--- config.mk ---
export PLATFORM = sky130hd
export DESIGN_NAME = raster_top
export DESIGN_NICKNAME = d
export VERILOG_FILES = /design/src/design/raster_pkg.sv /design/src/design/serial_cmd_rx.sv /design/src/design/frame_mem.sv /design/src/design/fill_engine.sv /design/src/design/display_spi_tx.sv /design/src/design/raster_top.sv
export VERILOG_INCLUDE_DIRS = /design/src /design/src/include
export SDC_FILE = /design/constraint.sdc
export NUM_CORES = 2
export LEC_CHECK = 0
export CORE_MARGIN = 10
export CORE_UTILIZATION = 30
export DETAILED_ROUTE_END_ITERATION = 7
export DONT_BUFFER_PORTS = 1
export GPL_TIMING_DRIVEN = 0
export PLACE_DENSITY = 0.53
export SLEW_MARGIN = 20
export SYNTH_ARGS = -nofsm -noshare
export SYNTH_HDL_FRONTEND = slang
export SYNTH_SLANG_ARGS = --single-unit
--- constraint.sdc ---
create_clock -name clk -period 5.94 [get_ports clk]
set_clock_uncertainty 0.1 [all_clocks]
set_input_delay 0.297 -clock clk [delete_from_list [all_inputs] [get_ports clk]]
set_output_delay 0.297 -clock clk [all_outputs]
set_load 0.05 [all_outputs]
--- src/include/raster_settings.svh ---
// Build-time sizes for the raster subsystem
// Include wherever frame geometry, panel clock divider or sync depth is needed
`ifndef RASTER_SETTINGS_SVH
`define RASTER_SETTINGS_SVH

// Frame geometry in pixels
`define RASTER_X_RES 16
`define RASTER_Y_RES 8
`define RASTER_PIXELS (`RASTER_X_RES * `RASTER_Y_RES)

// clk cycles per half period of the panel sck
`define RASTER_SPI_DIV 2

// Flops on each asynchronous host serial input
`define RASTER_SYNC_STAGES 2

`endif

--- src/design/raster_pkg.sv ---
// Types shared by the raster RTL blocks
// Pull in with a wildcard import in the module header
`include "raster_settings.svh"

package raster_pkg;

    // RGB565 color
    typedef logic [15:0] pixel_t;

    // One host command word
    typedef logic [31:0] cmd_word_t;

    // Opcode field, bits 31..24 of a header word
    typedef enum logic [7:0] {
        OP_CLEAR = 8'h01,
        OP_RECT  = 8'h02,
        OP_FLUSH = 8'h03
    } opcode_e;

    // Pixel address, row * X_RES + column
    typedef logic [$clog2(`RASTER_PIXELS)-1:0] addr_t;

endpackage

--- src/design/serial_cmd_rx.sv ---
// Host serial slave, assembles 32-bit command words MSB first
// Holds each finished word on a valid/ready port, serial_cts low while held
`timescale 1ns/10ps
`include "raster_settings.svh"

module serial_cmd_rx
    import raster_pkg::*;
(
    input  logic      clk,
    input  logic      rst_n,
    input  logic      serial_mosi,
    input  logic      serial_sck,
    input  logic      serial_cs,
    output logic      serial_cts,
    output logic      cmd_valid,
    output cmd_word_t cmd_data,
    input  logic      cmd_ready
);
    localparam int SYNC = `RASTER_SYNC_STAGES;

    logic [SYNC-1:0] mosi_sync;
    logic [SYNC-1:0] sck_sync;
    logic [SYNC-1:0] cs_sync;
    logic            sck_prev;
    logic            sck_rise;
    logic            cs_high;
    logic            word_done;
    logic [4:0]      bit_cnt;
    cmd_word_t       shift_q;
    cmd_word_t       shift_next;

    ////////////////////////////////////////////////////////////
    // Input synchronizers and edge detect
    ////////////////////////////////////////////////////////////
    always_ff @(posedge clk or negedge rst_n)
    begin
        if (!rst_n)
        begin
            mosi_sync <= '0;
            sck_sync  <= '0;
            // Deselected until proven otherwise
            cs_sync   <= '1;
            sck_prev  <= 1'b0;
        end
        else
        begin
            mosi_sync <= {mosi_sync[SYNC-2:0], serial_mosi};
            sck_sync  <= {sck_sync[SYNC-2:0], serial_sck};
            cs_sync   <= {cs_sync[SYNC-2:0], serial_cs};
            sck_prev  <= sck_sync[SYNC-1];
        end
    end

    assign sck_rise   = sck_sync[SYNC-1] & ~sck_prev;
    assign cs_high    = cs_sync[SYNC-1];
    // All three lines share the same sync depth, so bits stay aligned
    assign shift_next = {shift_q[30:0], mosi_sync[SYNC-1]};
    assign word_done  = sck_rise & ~cs_high & (bit_cnt == 5'd31);

    ////////////////////////////////////////////////////////////
    // Bit counter and word handshake
    ////////////////////////////////////////////////////////////
    always_ff @(posedge clk or negedge rst_n)
    begin
        if (!rst_n)
        begin
            bit_cnt   <= '0;
            cmd_valid <= 1'b0;
        end
        else
        begin
            if (cmd_valid && cmd_ready)
                cmd_valid <= 1'b0;
            // Partial word dropped on deselect
            if (cs_high)
                bit_cnt <= '0;
            else if (sck_rise)
                bit_cnt <= bit_cnt + 5'd1;
            if (word_done)
                cmd_valid <= 1'b1;
        end
    end

    // Shifter and held word
    always_ff @(posedge clk)
    begin
        if (sck_rise && !cs_high)
            shift_q <= shift_next;
        if (word_done)
            cmd_data <= shift_next;
    end

    // Host may send while nothing is held
    assign serial_cts = ~cmd_valid;

endmodule

--- src/design/frame_mem.sv ---
// On-chip frame store, one pixel per address
// One write port, one read port with one cycle of read latency
`timescale 1ns/10ps
`include "raster_settings.svh"

module frame_mem
    import raster_pkg::*;
(
    input  logic   clk,
    input  logic   wr_en,
    input  addr_t  wr_addr,
    input  pixel_t wr_data,
    input  logic   rd_en,
    input  addr_t  rd_addr,
    output pixel_t rd_data
);
    // Undefined until first clear
    pixel_t mem [`RASTER_PIXELS];

    // Write port
    always_ff @(posedge clk)
    begin
        if (wr_en)
            mem[wr_addr] <= wr_data;
    end

    // Registered read, holds last value when idle
    always_ff @(posedge clk)
    begin
        if (rd_en)
            rd_data <= mem[rd_addr];
    end

endmodule

--- src/design/fill_engine.sv ---
// Command decoder and pixel painter for the frame memory
// Clears, fills rectangles and streams the frame to the panel on flush
`timescale 1ns/10ps
`include "raster_settings.svh"

module fill_engine
    import raster_pkg::*;
(
    input  logic      clk,
    input  logic      rst_n,
    input  logic      cmd_valid,
    input  cmd_word_t cmd_data,
    output logic      cmd_ready,
    output logic      wr_en,
    output addr_t     wr_addr,
    output pixel_t    wr_data,
    output logic      rd_en,
    output addr_t     rd_addr,
    input  pixel_t    rd_data,
    output logic      pix_valid,
    output pixel_t    pix_data,
    output logic      pix_last,
    input  logic      pix_ready
);
    localparam int COL_W = $clog2(`RASTER_X_RES);
    localparam int ROW_W = $clog2(`RASTER_Y_RES);

    typedef enum logic [2:0] {
        S_IDLE,
        S_CLEAR,
        S_RECT_WAIT,
        S_RECT_PAINT,
        S_FLUSH
    } state_e;

    state_e             state;
    logic [COL_W-1:0]   col_q;
    logic [COL_W-1:0]   x0_q;
    logic [COL_W-1:0]   x1_q;
    logic [ROW_W-1:0]   row_q;
    logic [ROW_W-1:0]   y0_q;
    logic [ROW_W-1:0]   y1_q;
    pixel_t             color_q;
    addr_t              rd_ptr;
    logic               rd_done;
    logic               rd_pend;
    logic               rd_issue;
    logic               painting;

    // Header only while idle, color word only in rect wait
    assign cmd_ready = (state == S_IDLE) || (state == S_RECT_WAIT);
    assign painting  = (state == S_CLEAR) || (state == S_RECT_PAINT);
    assign wr_en     = painting;
    assign wr_addr   = {row_q, col_q};
    assign wr_data   = color_q;

    // Read only when the output slot is free by the time data lands
    assign rd_issue = (state == S_FLUSH) && !rd_done && !rd_pend &&
                      (!pix_valid || pix_ready);
    assign rd_en    = rd_issue;
    assign rd_addr  = rd_ptr;

    ////////////////////////////////////////////////////////////
    // Main FSM and walk counters
    ////////////////////////////////////////////////////////////
    always_ff @(posedge clk or negedge rst_n)
    begin
        if (!rst_n)
        begin
            state   <= S_IDLE;
            col_q   <= '0;
            row_q   <= '0;
            x0_q    <= '0;
            x1_q    <= '0;
            y0_q    <= '0;
            y1_q    <= '0;
            rd_ptr  <= '0;
            rd_done <= 1'b0;
        end
        else
        begin
            case (state)
                S_IDLE:
                begin
                    if (cmd_valid)
                    begin
                        case (opcode_e'(cmd_data[31:24]))
                            OP_CLEAR:
                            begin
                                // Full-frame bounds, same walk as a rect
                                col_q <= '0;
                                row_q <= '0;
                                x0_q  <= '0;
                                x1_q  <= COL_W'(`RASTER_X_RES - 1);
                                y1_q  <= ROW_W'(`RASTER_Y_RES - 1);
                                state <= S_CLEAR;
                            end
                            OP_RECT:
                            begin
                                x0_q  <= cmd_data[23:20];
                                x1_q  <= cmd_data[19:16];
                                y0_q  <= cmd_data[14:12];
                                y1_q  <= cmd_data[10:8];
                                state <= S_RECT_WAIT;
                            end
                            OP_FLUSH:
                            begin
                                rd_ptr  <= '0;
                                rd_done <= 1'b0;
                                state   <= S_FLUSH;
                            end
                            // Unknown opcode, word consumed and dropped
                            default:
                                state <= S_IDLE;
                        endcase
                    end
                end
                S_RECT_WAIT:
                begin
                    if (cmd_valid)
                    begin
                        col_q <= x0_q;
                        row_q <= y0_q;
                        // Inverted bounds paint nothing
                        if (x1_q < x0_q || y1_q < y0_q)
                            state <= S_IDLE;
                        else
                            state <= S_RECT_PAINT;
                    end
                end
                S_CLEAR, S_RECT_PAINT:
                begin
                    if (col_q == x1_q)
                    begin
                        col_q <= x0_q;
                        if (row_q == y1_q)
                            state <= S_IDLE;
                        else
                            row_q <= row_q + 1'b1;
                    end
                    else
                    begin
                        col_q <= col_q + 1'b1;
                    end
                end
                S_FLUSH:
                begin
                    if (rd_issue)
                    begin
                        if (rd_ptr == addr_t'(`RASTER_PIXELS - 1))
                            rd_done <= 1'b1;
                        else
                            rd_ptr <= rd_ptr + 1'b1;
                    end
                    // Done once the last beat is taken
                    if (pix_valid && pix_ready && pix_last)
                        state <= S_IDLE;
                end
                default:
                    state <= S_IDLE;
            endcase
        end
    end

    // Color from clear header or rect color word
    always_ff @(posedge clk)
    begin
        if (cmd_valid && cmd_ready)
            color_q <= cmd_data[15:0];
    end

    ////////////////////////////////////////////////////////////
    // Flush output slot
    ////////////////////////////////////////////////////////////
    always_ff @(posedge clk or negedge rst_n)
    begin
        if (!rst_n)
        begin
            rd_pend   <= 1'b0;
            pix_valid <= 1'b0;
            pix_last  <= 1'b0;
        end
        else
        begin
            rd_pend <= rd_issue;
            if (rd_pend)
            begin
                pix_valid <= 1'b1;
                // rd_done already set when the final read went out
                pix_last  <= rd_done;
            end
            else if (pix_ready)
            begin
                pix_valid <= 1'b0;
                pix_last  <= 1'b0;
            end
        end
    end

    always_ff @(posedge clk)
    begin
        if (rd_pend)
            pix_data <= rd_data;
    end

endmodule

--- src/design/display_spi_tx.sv ---
// Panel SPI transmitter, one RGB565 pixel per 16 sck periods
// sck idles low, data shifts on falling sck, panel samples on rising sck
`timescale 1ns/10ps
`include "raster_settings.svh"

module display_spi_tx
    import raster_pkg::*;
(
    input  logic   clk,
    input  logic   rst_n,
    input  logic   pix_valid,
    input  pixel_t pix_data,
    output logic   pix_ready,
    output logic   mosi,
    output logic   sck
);
    localparam int DIV   = `RASTER_SPI_DIV;
    localparam int DIV_W = $clog2(DIV + 1);

    logic             busy;
    logic [DIV_W-1:0] div_cnt;
    logic [3:0]       bit_cnt;
    pixel_t           shreg;
    logic             half_done;

    // Accept only with an empty shifter
    assign pix_ready = ~busy;
    assign half_done = (div_cnt == DIV_W'(DIV - 1));
    // MSB first
    assign mosi      = shreg[15];

    ////////////////////////////////////////////////////////////
    // Clock divider and shifter
    ////////////////////////////////////////////////////////////
    always_ff @(posedge clk or negedge rst_n)
    begin
        if (!rst_n)
        begin
            busy    <= 1'b0;
            div_cnt <= '0;
            bit_cnt <= '0;
            sck     <= 1'b0;
            shreg   <= '0;
        end
        else if (!busy)
        begin
            if (pix_valid)
            begin
                // Load with sck low, first bit sits a full half period
                shreg   <= pix_data;
                busy    <= 1'b1;
                div_cnt <= '0;
                bit_cnt <= '0;
            end
        end
        else if (half_done)
        begin
            div_cnt <= '0;
            sck     <= ~sck;
            // Falling edge, move to next bit
            if (sck)
            begin
                shreg   <= {shreg[14:0], 1'b0};
                bit_cnt <= bit_cnt + 4'd1;
                if (bit_cnt == 4'd15)
                    busy <= 1'b0;
            end
        end
        else
        begin
            div_cnt <= div_cnt + 1'b1;
        end
    end

endmodule

--- src/design/raster_top.sv ---
// Board-level top of the raster subsystem
// Reset sync, host-to-panel bypass mux and the four datapath blocks
`timescale 1ns/10ps

module raster_top
    import raster_pkg::*;
(
    input  logic clk,
    input  logic rst_n,
    input  logic serial_mosi,
    input  logic serial_sck,
    input  logic serial_cs,
    output logic serial_cts,
    input  logic bypass_sel,
    output logic display_mosi,
    output logic display_sck,
    output logic display_cs,
    output logic display_dc,
    output logic display_reset
);
    logic [1:0] rst_sync;
    logic       sys_rst_n;
    logic       bypass_q;

    logic       cmd_valid;
    logic       cmd_ready;
    cmd_word_t  cmd_data;
    logic       wr_en;
    addr_t      wr_addr;
    pixel_t     wr_data;
    logic       rd_en;
    addr_t      rd_addr;
    pixel_t     rd_data;
    logic       pix_valid;
    logic       pix_ready;
    pixel_t     pix_data;
    logic       tx_mosi;
    logic       tx_sck;

    ////////////////////////////////////////////////////////////
    // Reset sync and bypass select
    ////////////////////////////////////////////////////////////
    // Async assert, release after two clk edges
    always_ff @(posedge clk or negedge rst_n)
    begin
        if (!rst_n)
            rst_sync <= 2'b00;
        else
            rst_sync <= {rst_sync[0], 1'b1};
    end
    assign sys_rst_n = rst_sync[1];

    always_ff @(posedge clk or negedge sys_rst_n)
    begin
        if (!sys_rst_n)
            bypass_q <= 1'b0;
        else
            bypass_q <= bypass_sel;
    end

    // Host drives the panel directly in bypass
    assign display_mosi  = bypass_q ? serial_mosi : tx_mosi;
    assign display_sck   = bypass_q ? serial_sck  : tx_sck;
    assign display_cs    = bypass_q ? serial_cs   : 1'b0;
    // Pixel data only, never command mode
    assign display_dc    = 1'b1;
    assign display_reset = sys_rst_n;

    ////////////////////////////////////////////////////////////
    // Datapath
    ////////////////////////////////////////////////////////////
    serial_cmd_rx u_rx (
        .clk         (clk),
        .rst_n       (sys_rst_n),
        .serial_mosi (serial_mosi),
        .serial_sck  (serial_sck),
        .serial_cs   (serial_cs),
        .serial_cts  (serial_cts),
        .cmd_valid   (cmd_valid),
        .cmd_data    (cmd_data),
        .cmd_ready   (cmd_ready)
    );

    // pix_last not needed by this panel, left open
    fill_engine u_fill (
        .clk       (clk),
        .rst_n     (sys_rst_n),
        .cmd_valid (cmd_valid),
        .cmd_data  (cmd_data),
        .cmd_ready (cmd_ready),
        .wr_en     (wr_en),
        .wr_addr   (wr_addr),
        .wr_data   (wr_data),
        .rd_en     (rd_en),
        .rd_addr   (rd_addr),
        .rd_data   (rd_data),
        .pix_valid (pix_valid),
        .pix_data  (pix_data),
        .pix_last  (),
        .pix_ready (pix_ready)
    );

    frame_mem u_mem (
        .clk     (clk),
        .wr_en   (wr_en),
        .wr_addr (wr_addr),
        .wr_data (wr_data),
        .rd_en   (rd_en),
        .rd_addr (rd_addr),
        .rd_data (rd_data)
    );

    display_spi_tx u_tx (
        .clk       (clk),
        .rst_n     (sys_rst_n),
        .pix_valid (pix_valid),
        .pix_data  (pix_data),
        .pix_ready (pix_ready),
        .mosi      (tx_mosi),
        .sck       (tx_sck)
    );

endmodule

---- Word level (Yosys, flattened, before mapping) ----
Memory sizes are Yosys's and may differ from the RTL's. A register that Yosys moved wholly into a read port is not among the register bits.
Cells that the tools add are included.
word-level totals
  register bits after elaboration ......... 170
  bits in latches ......................... 0
  memory bits (writable) .................. 2048
  memory bits (read-only) ................. 0
  input port bits ......................... 6
  output and inout bits ................... 6
  word-level logic and storage cells ...... 165
  memories kept ........................... 1
memories
  name       words  width  rd ports  clocked after memory_dff  write ports  RTL line         source
  u_mem.mem  128    16     1         1                         1            frame_mem.sv:18  pixel_t mem [`RASTER_PIXELS];
operators by class
  add/subtract/negate cells ............... 6
  multiply operators ...................... 0
  divide/modulo/power cells ............... 0
  order comparisons ....................... 2
  eq/ne operators ......................... 27
  shift operators ......................... 0
  multiplexer cells ....................... 60
  bitwise gates (word level) .............. 8
  reduce and logical (&&, ||, !) cells .... 32
operators with widths
  cell                                                    number
  two-way mux 16 bit                                      4
  two-way mux 4 bit                                       8
  two-way mux 3 bit                                       10
  two-way mux 7 bit                                       4
  two-way mux 1 bit                                       19
  inequality test 2 bit (second input constant)           9
  case mux 3 bit (3 select lines)                         2
  == test 8 x 2 -> 1 bit (second input constant)          2
  case mux 4 bit (2 select lines)                         2
  AND reduction 5 bit                                     3
  case mux 7 bit (2 select lines)                         1
  case mux 3 bit (4 select lines)                         1
  case mux 4 bit (3 select lines)                         1
  two-way mux 5 bit                                       2
  inequality test 2 x 1 -> 1 bit (second input constant)  5
  nonzero test 2 bit                                      5
  AND reduction 3 bit                                     3
  adder 4 x 1 -> 4 bit (second input constant)            2
  == test 8 x 1 -> 1 bit (second input constant)          1
  two-way mux 2 bit                                       4
  adder 7 x 1 -> 7 bit (second input constant)            1
  == test 7 bit (second input constant)                   1
  logical AND 1 bit                                       7
  == test 3 x 2 -> 1 bit (second input constant)          2
  other kinds (24)                                        36

---- Logic depth before layout (Yosys ltp) ----
  depth in word-level cells ............... 6
  gate-level depth with buffers ........... 11
  gate-level depth less buffers ........... 7

---- Cells and area by module ----
A second synthesis with hierarchy kept.
unflattened totals
  cells, all modules ...................... 3514
  area, all modules ....................... 85345.6 µm²
by module, submodules not included
  module          instances  cells each  area an instance (µm²)
  frame_mem       1          3086        78683.0
  fill_engine     1          234         2959.1
  serial_cmd_rx   1          98          2384.8
  display_spi_tx  1          88          1202.4
  raster_top      1          8           116.4

---- Worst setup path after synthesis ----
No wires, ideal clock.
  path type ............................... flip-flop to flip-flop
  start ................................... reg u_rx.sck_prev
  end ..................................... reg u_rx.cmd_data[0], enable pin
  setup time .............................. 393 ps
  arrival ................................. 2847 ps
  slack ................................... 2600 ps
  stages on the path, launching flop included .. 4
  path buffers ............................ 0
  cell sequence ........................... dfrtp_1 > nand2b_1 > nor2_1 > and2_1
on the way
  cells in the longest elaborated chain, start to end .. 4
ends and longest elaborated chain
  item                      RTL line             source
  start: declaration        serial_cmd_rx.sv:24  logic sck_prev;
  start signal: assignment  serial_cmd_rx.sv:50  sck_prev <= sck_sync[SYNC-1];
  inverter 1 bit            serial_cmd_rx.sv:54  assign sck_rise = sck_sync[SYNC-1] & ~sck_prev;
  AND 1 bit                 serial_cmd_rx.sv:54
  AND 1 bit (2 in series)   serial_cmd_rx.sv:58  assign word_done = sck_rise & ~cs_high & (bit_cnt == 5'd31);
  via u_rx.word_done        serial_cmd_rx.sv:27  logic word_done;
  end signal: assignment    serial_cmd_rx.sv:90  cmd_data <= shift_next;
  end: declaration          serial_cmd_rx.sv:16  output cmd_word_t cmd_data,
The timed path passes the listed nets, and every way through them passes these cells.
A chain may end at the register's enable or synchronous reset.

==> run metrics <==
Synth Area in Simple Gates=2.25%; nets@finish=4340; Routed WL=266 mm; Tcrit/Tclk final=88.0%; critical setup path kind=reg -> reg; crit path max fanout=11; total CTS buffers=225; Yosys warnings=0; Final Wtd Congestion=0.929; Tot GR Track Use=16.8%; Net Sw Frac=19.8%; Worst-Margin Slew=1230 ps; GR Overflow Total=0; Worst Setup Slack, final=713 ps; RSZ-0062 raised after global routing=false; Vias=43317; hold crit path type=in -> async; crit path max-delay cell type=a221oi_1; layout cells sized above 1=28.9%; top post-synthesis cells by count=2159 x edfxtp_1, 523 x mux4_2, 202 x mux2i_1; Buf+Inv Stages, Crit Path=3; post-synthesis compound-gate area fraction=2.19%; Synth cell types=70; Lkg Pwr=30.8 nW; post-CTS sizing=0; 1st-iter DRT viols=5569; CTS clock-pin slew for the worst setup and hold paths=60 ps; first-pass GRT wire length=363 mm; CTS max path bufs=3; height of the die=555 um; Setup WS pre-CTS=993 ps; final-report max-slew violation count=0; f_max=191 MHz; Die ar.=308000 um^2; Slew Limit Headroom=18.2%; delay-heaviest family, CP=buffers and inverters; fin cells=8277; #FFs+latches synth=2234; starting density of the core=30.2%; Pint=25.0 mW; Critical Path AT=5620 ps; mean post-synth cell area=21.9 um^2; XOR/XNOR Fraction of Synth Area=0.173%; Top FF cell, synth=edfxtp_1; Post-DRT Antenna Nets=0; largest net degree at the start of global routing=49; # DRC=0; I/O Buffers=0; Die Wd=555 um; Synth area leader=edfxtp_1; Peak VDD IR=0.278 mV; area share of the largest cell type after synthesis=75.4%; Mapped Cells=3929; DP Wirelength=182 mm; ys async rst share=3.36%; final setup violation count=0; CP peak stage delay=1000 ps; setup TNS=0 ps; via/cell ratio=5.23; H-tree depth=4; initial antenna violation count=10; Final Util=35.6%; Period minus WS final=5230 ps; Combinational Power Share=0.1%; Core Area=285000 um^2; max cap viols=0; most frequent cell after synthesis=edfxtp_1; Seq pwr share=54.6%; Worst setup EP type=flop; number of placement rows=196; Synth area leaders=edfxtp_1 75%, mux4_2 14%, mux2i_1 2.4%, dfrtp_1 2.1%, nor2_1 0.80%; sequential share of the synthesized area=77.6%; Pwr Density=307 nW/um^2; clock latency on the worst-skew pair=870 ps; placed insts=7848; Root Driver=clkbuf_16; critical path, cell by cell=buf_4 -> buf_2 -> buf_1 -> mux4_2 -> mux2i_1 -> o22ai_1 -> a211oi_1 -> a221oi_1; largest family of logic cells by synthesized area=multiplexers; Adder-Cell Fraction of Synth Area=0.160%; I/O pins=12; Psw=6.16 mW; CTS tree=done; # clock sinks=2234; Fillers=26106; outcome=complete, no violations; drt wl/cell=32.1 um; Worst setup SP type=flop; Post-Synthesis Cell Area=86000 um^2; Clk pwr share=45.3%; EDFF count, synth=2159; DRT Pass-1 Iters=6; critical path required time=6340 ps; Syn-to-layout area delta=18.1%; final hold vios=0; multiplexer area fraction after synthesis=16.2%; vias in the first global route=43292
registers in the layout, indices dropped and copies added, names as in the netlist, 3 cells and up:
signal,count
u_fill.pix_data,16
u_fill.state,3
u_fill.y0_q,3
u_fill.wr_data,16
u_fill.y1_q,3
u_fill.x0_q,4
u_mem.mem,2048
u_fill.rd_addr,7
u_tx.shreg,16
u_rx.shift_q,31
u_mem.rd_data,16
u_fill.col_q,4
u_fill.x1_q,4
u_tx.bit_cnt,4
u_fill.row_q,3
u_rx.cmd_data,32
u_rx.bit_cnt,5
power by group through the flow:
stage / registers [mW] / logic [mW] / clock network (mW)
2_1_floorplan: 17.4 / 0.0118 / 0
3_3_place_gp: 17.4 / 0.0135 / 0
3_5_place_dp: 17.4 / 0.0254 / 0
4_1_cts: 17.0 / 0.0310 / 14.3
5_1_grt: 17.0 / 0.0331 / 14.9
6_report: 17.0 / 0.0303 / 14.1
final timing paths:
check                                  start                end  slack, ps  depth (start not counted)
setup / recovery           u_fill.rd_addr[2]  u_mem.rd_data[11]        710                          8
hold / removal                         rst_n        rst_sync[0]         90                          2
setup reg to reg           u_fill.rd_addr[2]  u_mem.rd_data[11]        710                          8
hold reg to reg                  rst_sync[1]   u_rx.sck_sync[1]        210                          0
max in group asynchronous        rst_sync[1]    u_tx.bit_cnt[3]       4870                          1
min in group clk            u_rx.sck_sync[0]   u_rx.sck_sync[1]        250                          0
per-stage QoR:
| step | hold slack, ps | total power [mW] | instance area, um^2 |
|---|---|---|---|
| final | 93.2 | 31.2 | 102000 |
| after global routing | 56.0 | 32.0 | 102000 |
| after CTS | 13.3 | 31.4 | 102000 |
| after detailed placement | -98.5 | 17.4 | 94200 |
| after global placement | -98.5 | 17.4 | 90700 |
| after floorplan | -98.6 | 17.4 | 86000 |
cells by family after synthesis:
family	after synthesis
flops	2234
mux	733
simple gates	433
compound gates	273
buf+inv	227
xor+xnor	17
fa+ha+maj	11
other cells	1
repair_timing:
item	in CTS	in global routing
endpoints found under the setup margin	0	0
buffers inserted	0	0
hold buffers	10	0
endpoints found under the hold margin	6	0
layout make-up:
class	count	area, um^2	area share (%)
Sequential cell	2234	66700	65.7
Multi-Input combinational cell	1469	18800	18.5
Clock buffer	287	5980	5.88
Tap cell	3762	4710	4.63
Timing Repair Buffer	166	2740	2.69
Clock inverter	126	1280	1.26
Buffer	209	1250	1.23
Inverter	18	67.6	0.0665
Antenna cell	6	15.0	0.0148
placed cells by master (no fill, tap or decap), drive strengths merged, types with 6 or more instances in the layout:
cell,n
edfxtp,2159
mux4,523
clkbuf,366
buf,286
mux2i,202
nor2,184
nand2,118
clkinv,94
dfrtp,73
a21oi,62
o21ai,47
nand3,37
a221oi,29
inv,23
nor2b,22
a22oi,22
o22ai,20
bufinv,20
a31oi,19
a211oi,18
nor3,17
o21a,11
ha,11
dlygate4sd3,10
nand4,9
o221ai,9
xor2,9
or2,8
a22o,8
mux2,8
xnor2,8
a2111oi,8
nand2b,7
clkinvlp,7
diode,6
and2,6
routing by layer:
layer / up-vias / routed length, um / GRT usage, % / share of wire (%)
met5: - / 36 / 0 / 0.014
met4: 6 / 12800 / 7.17 / 4.8
met3: 481 / 21300 / 3.95 / 8.0
met2: 1928 / 122000 / 26.0 / 46
met1: 23635 / 110000 / 22.6 / 41
li1: 17267 / - / - / -
(Power assumes the default switching activity.)
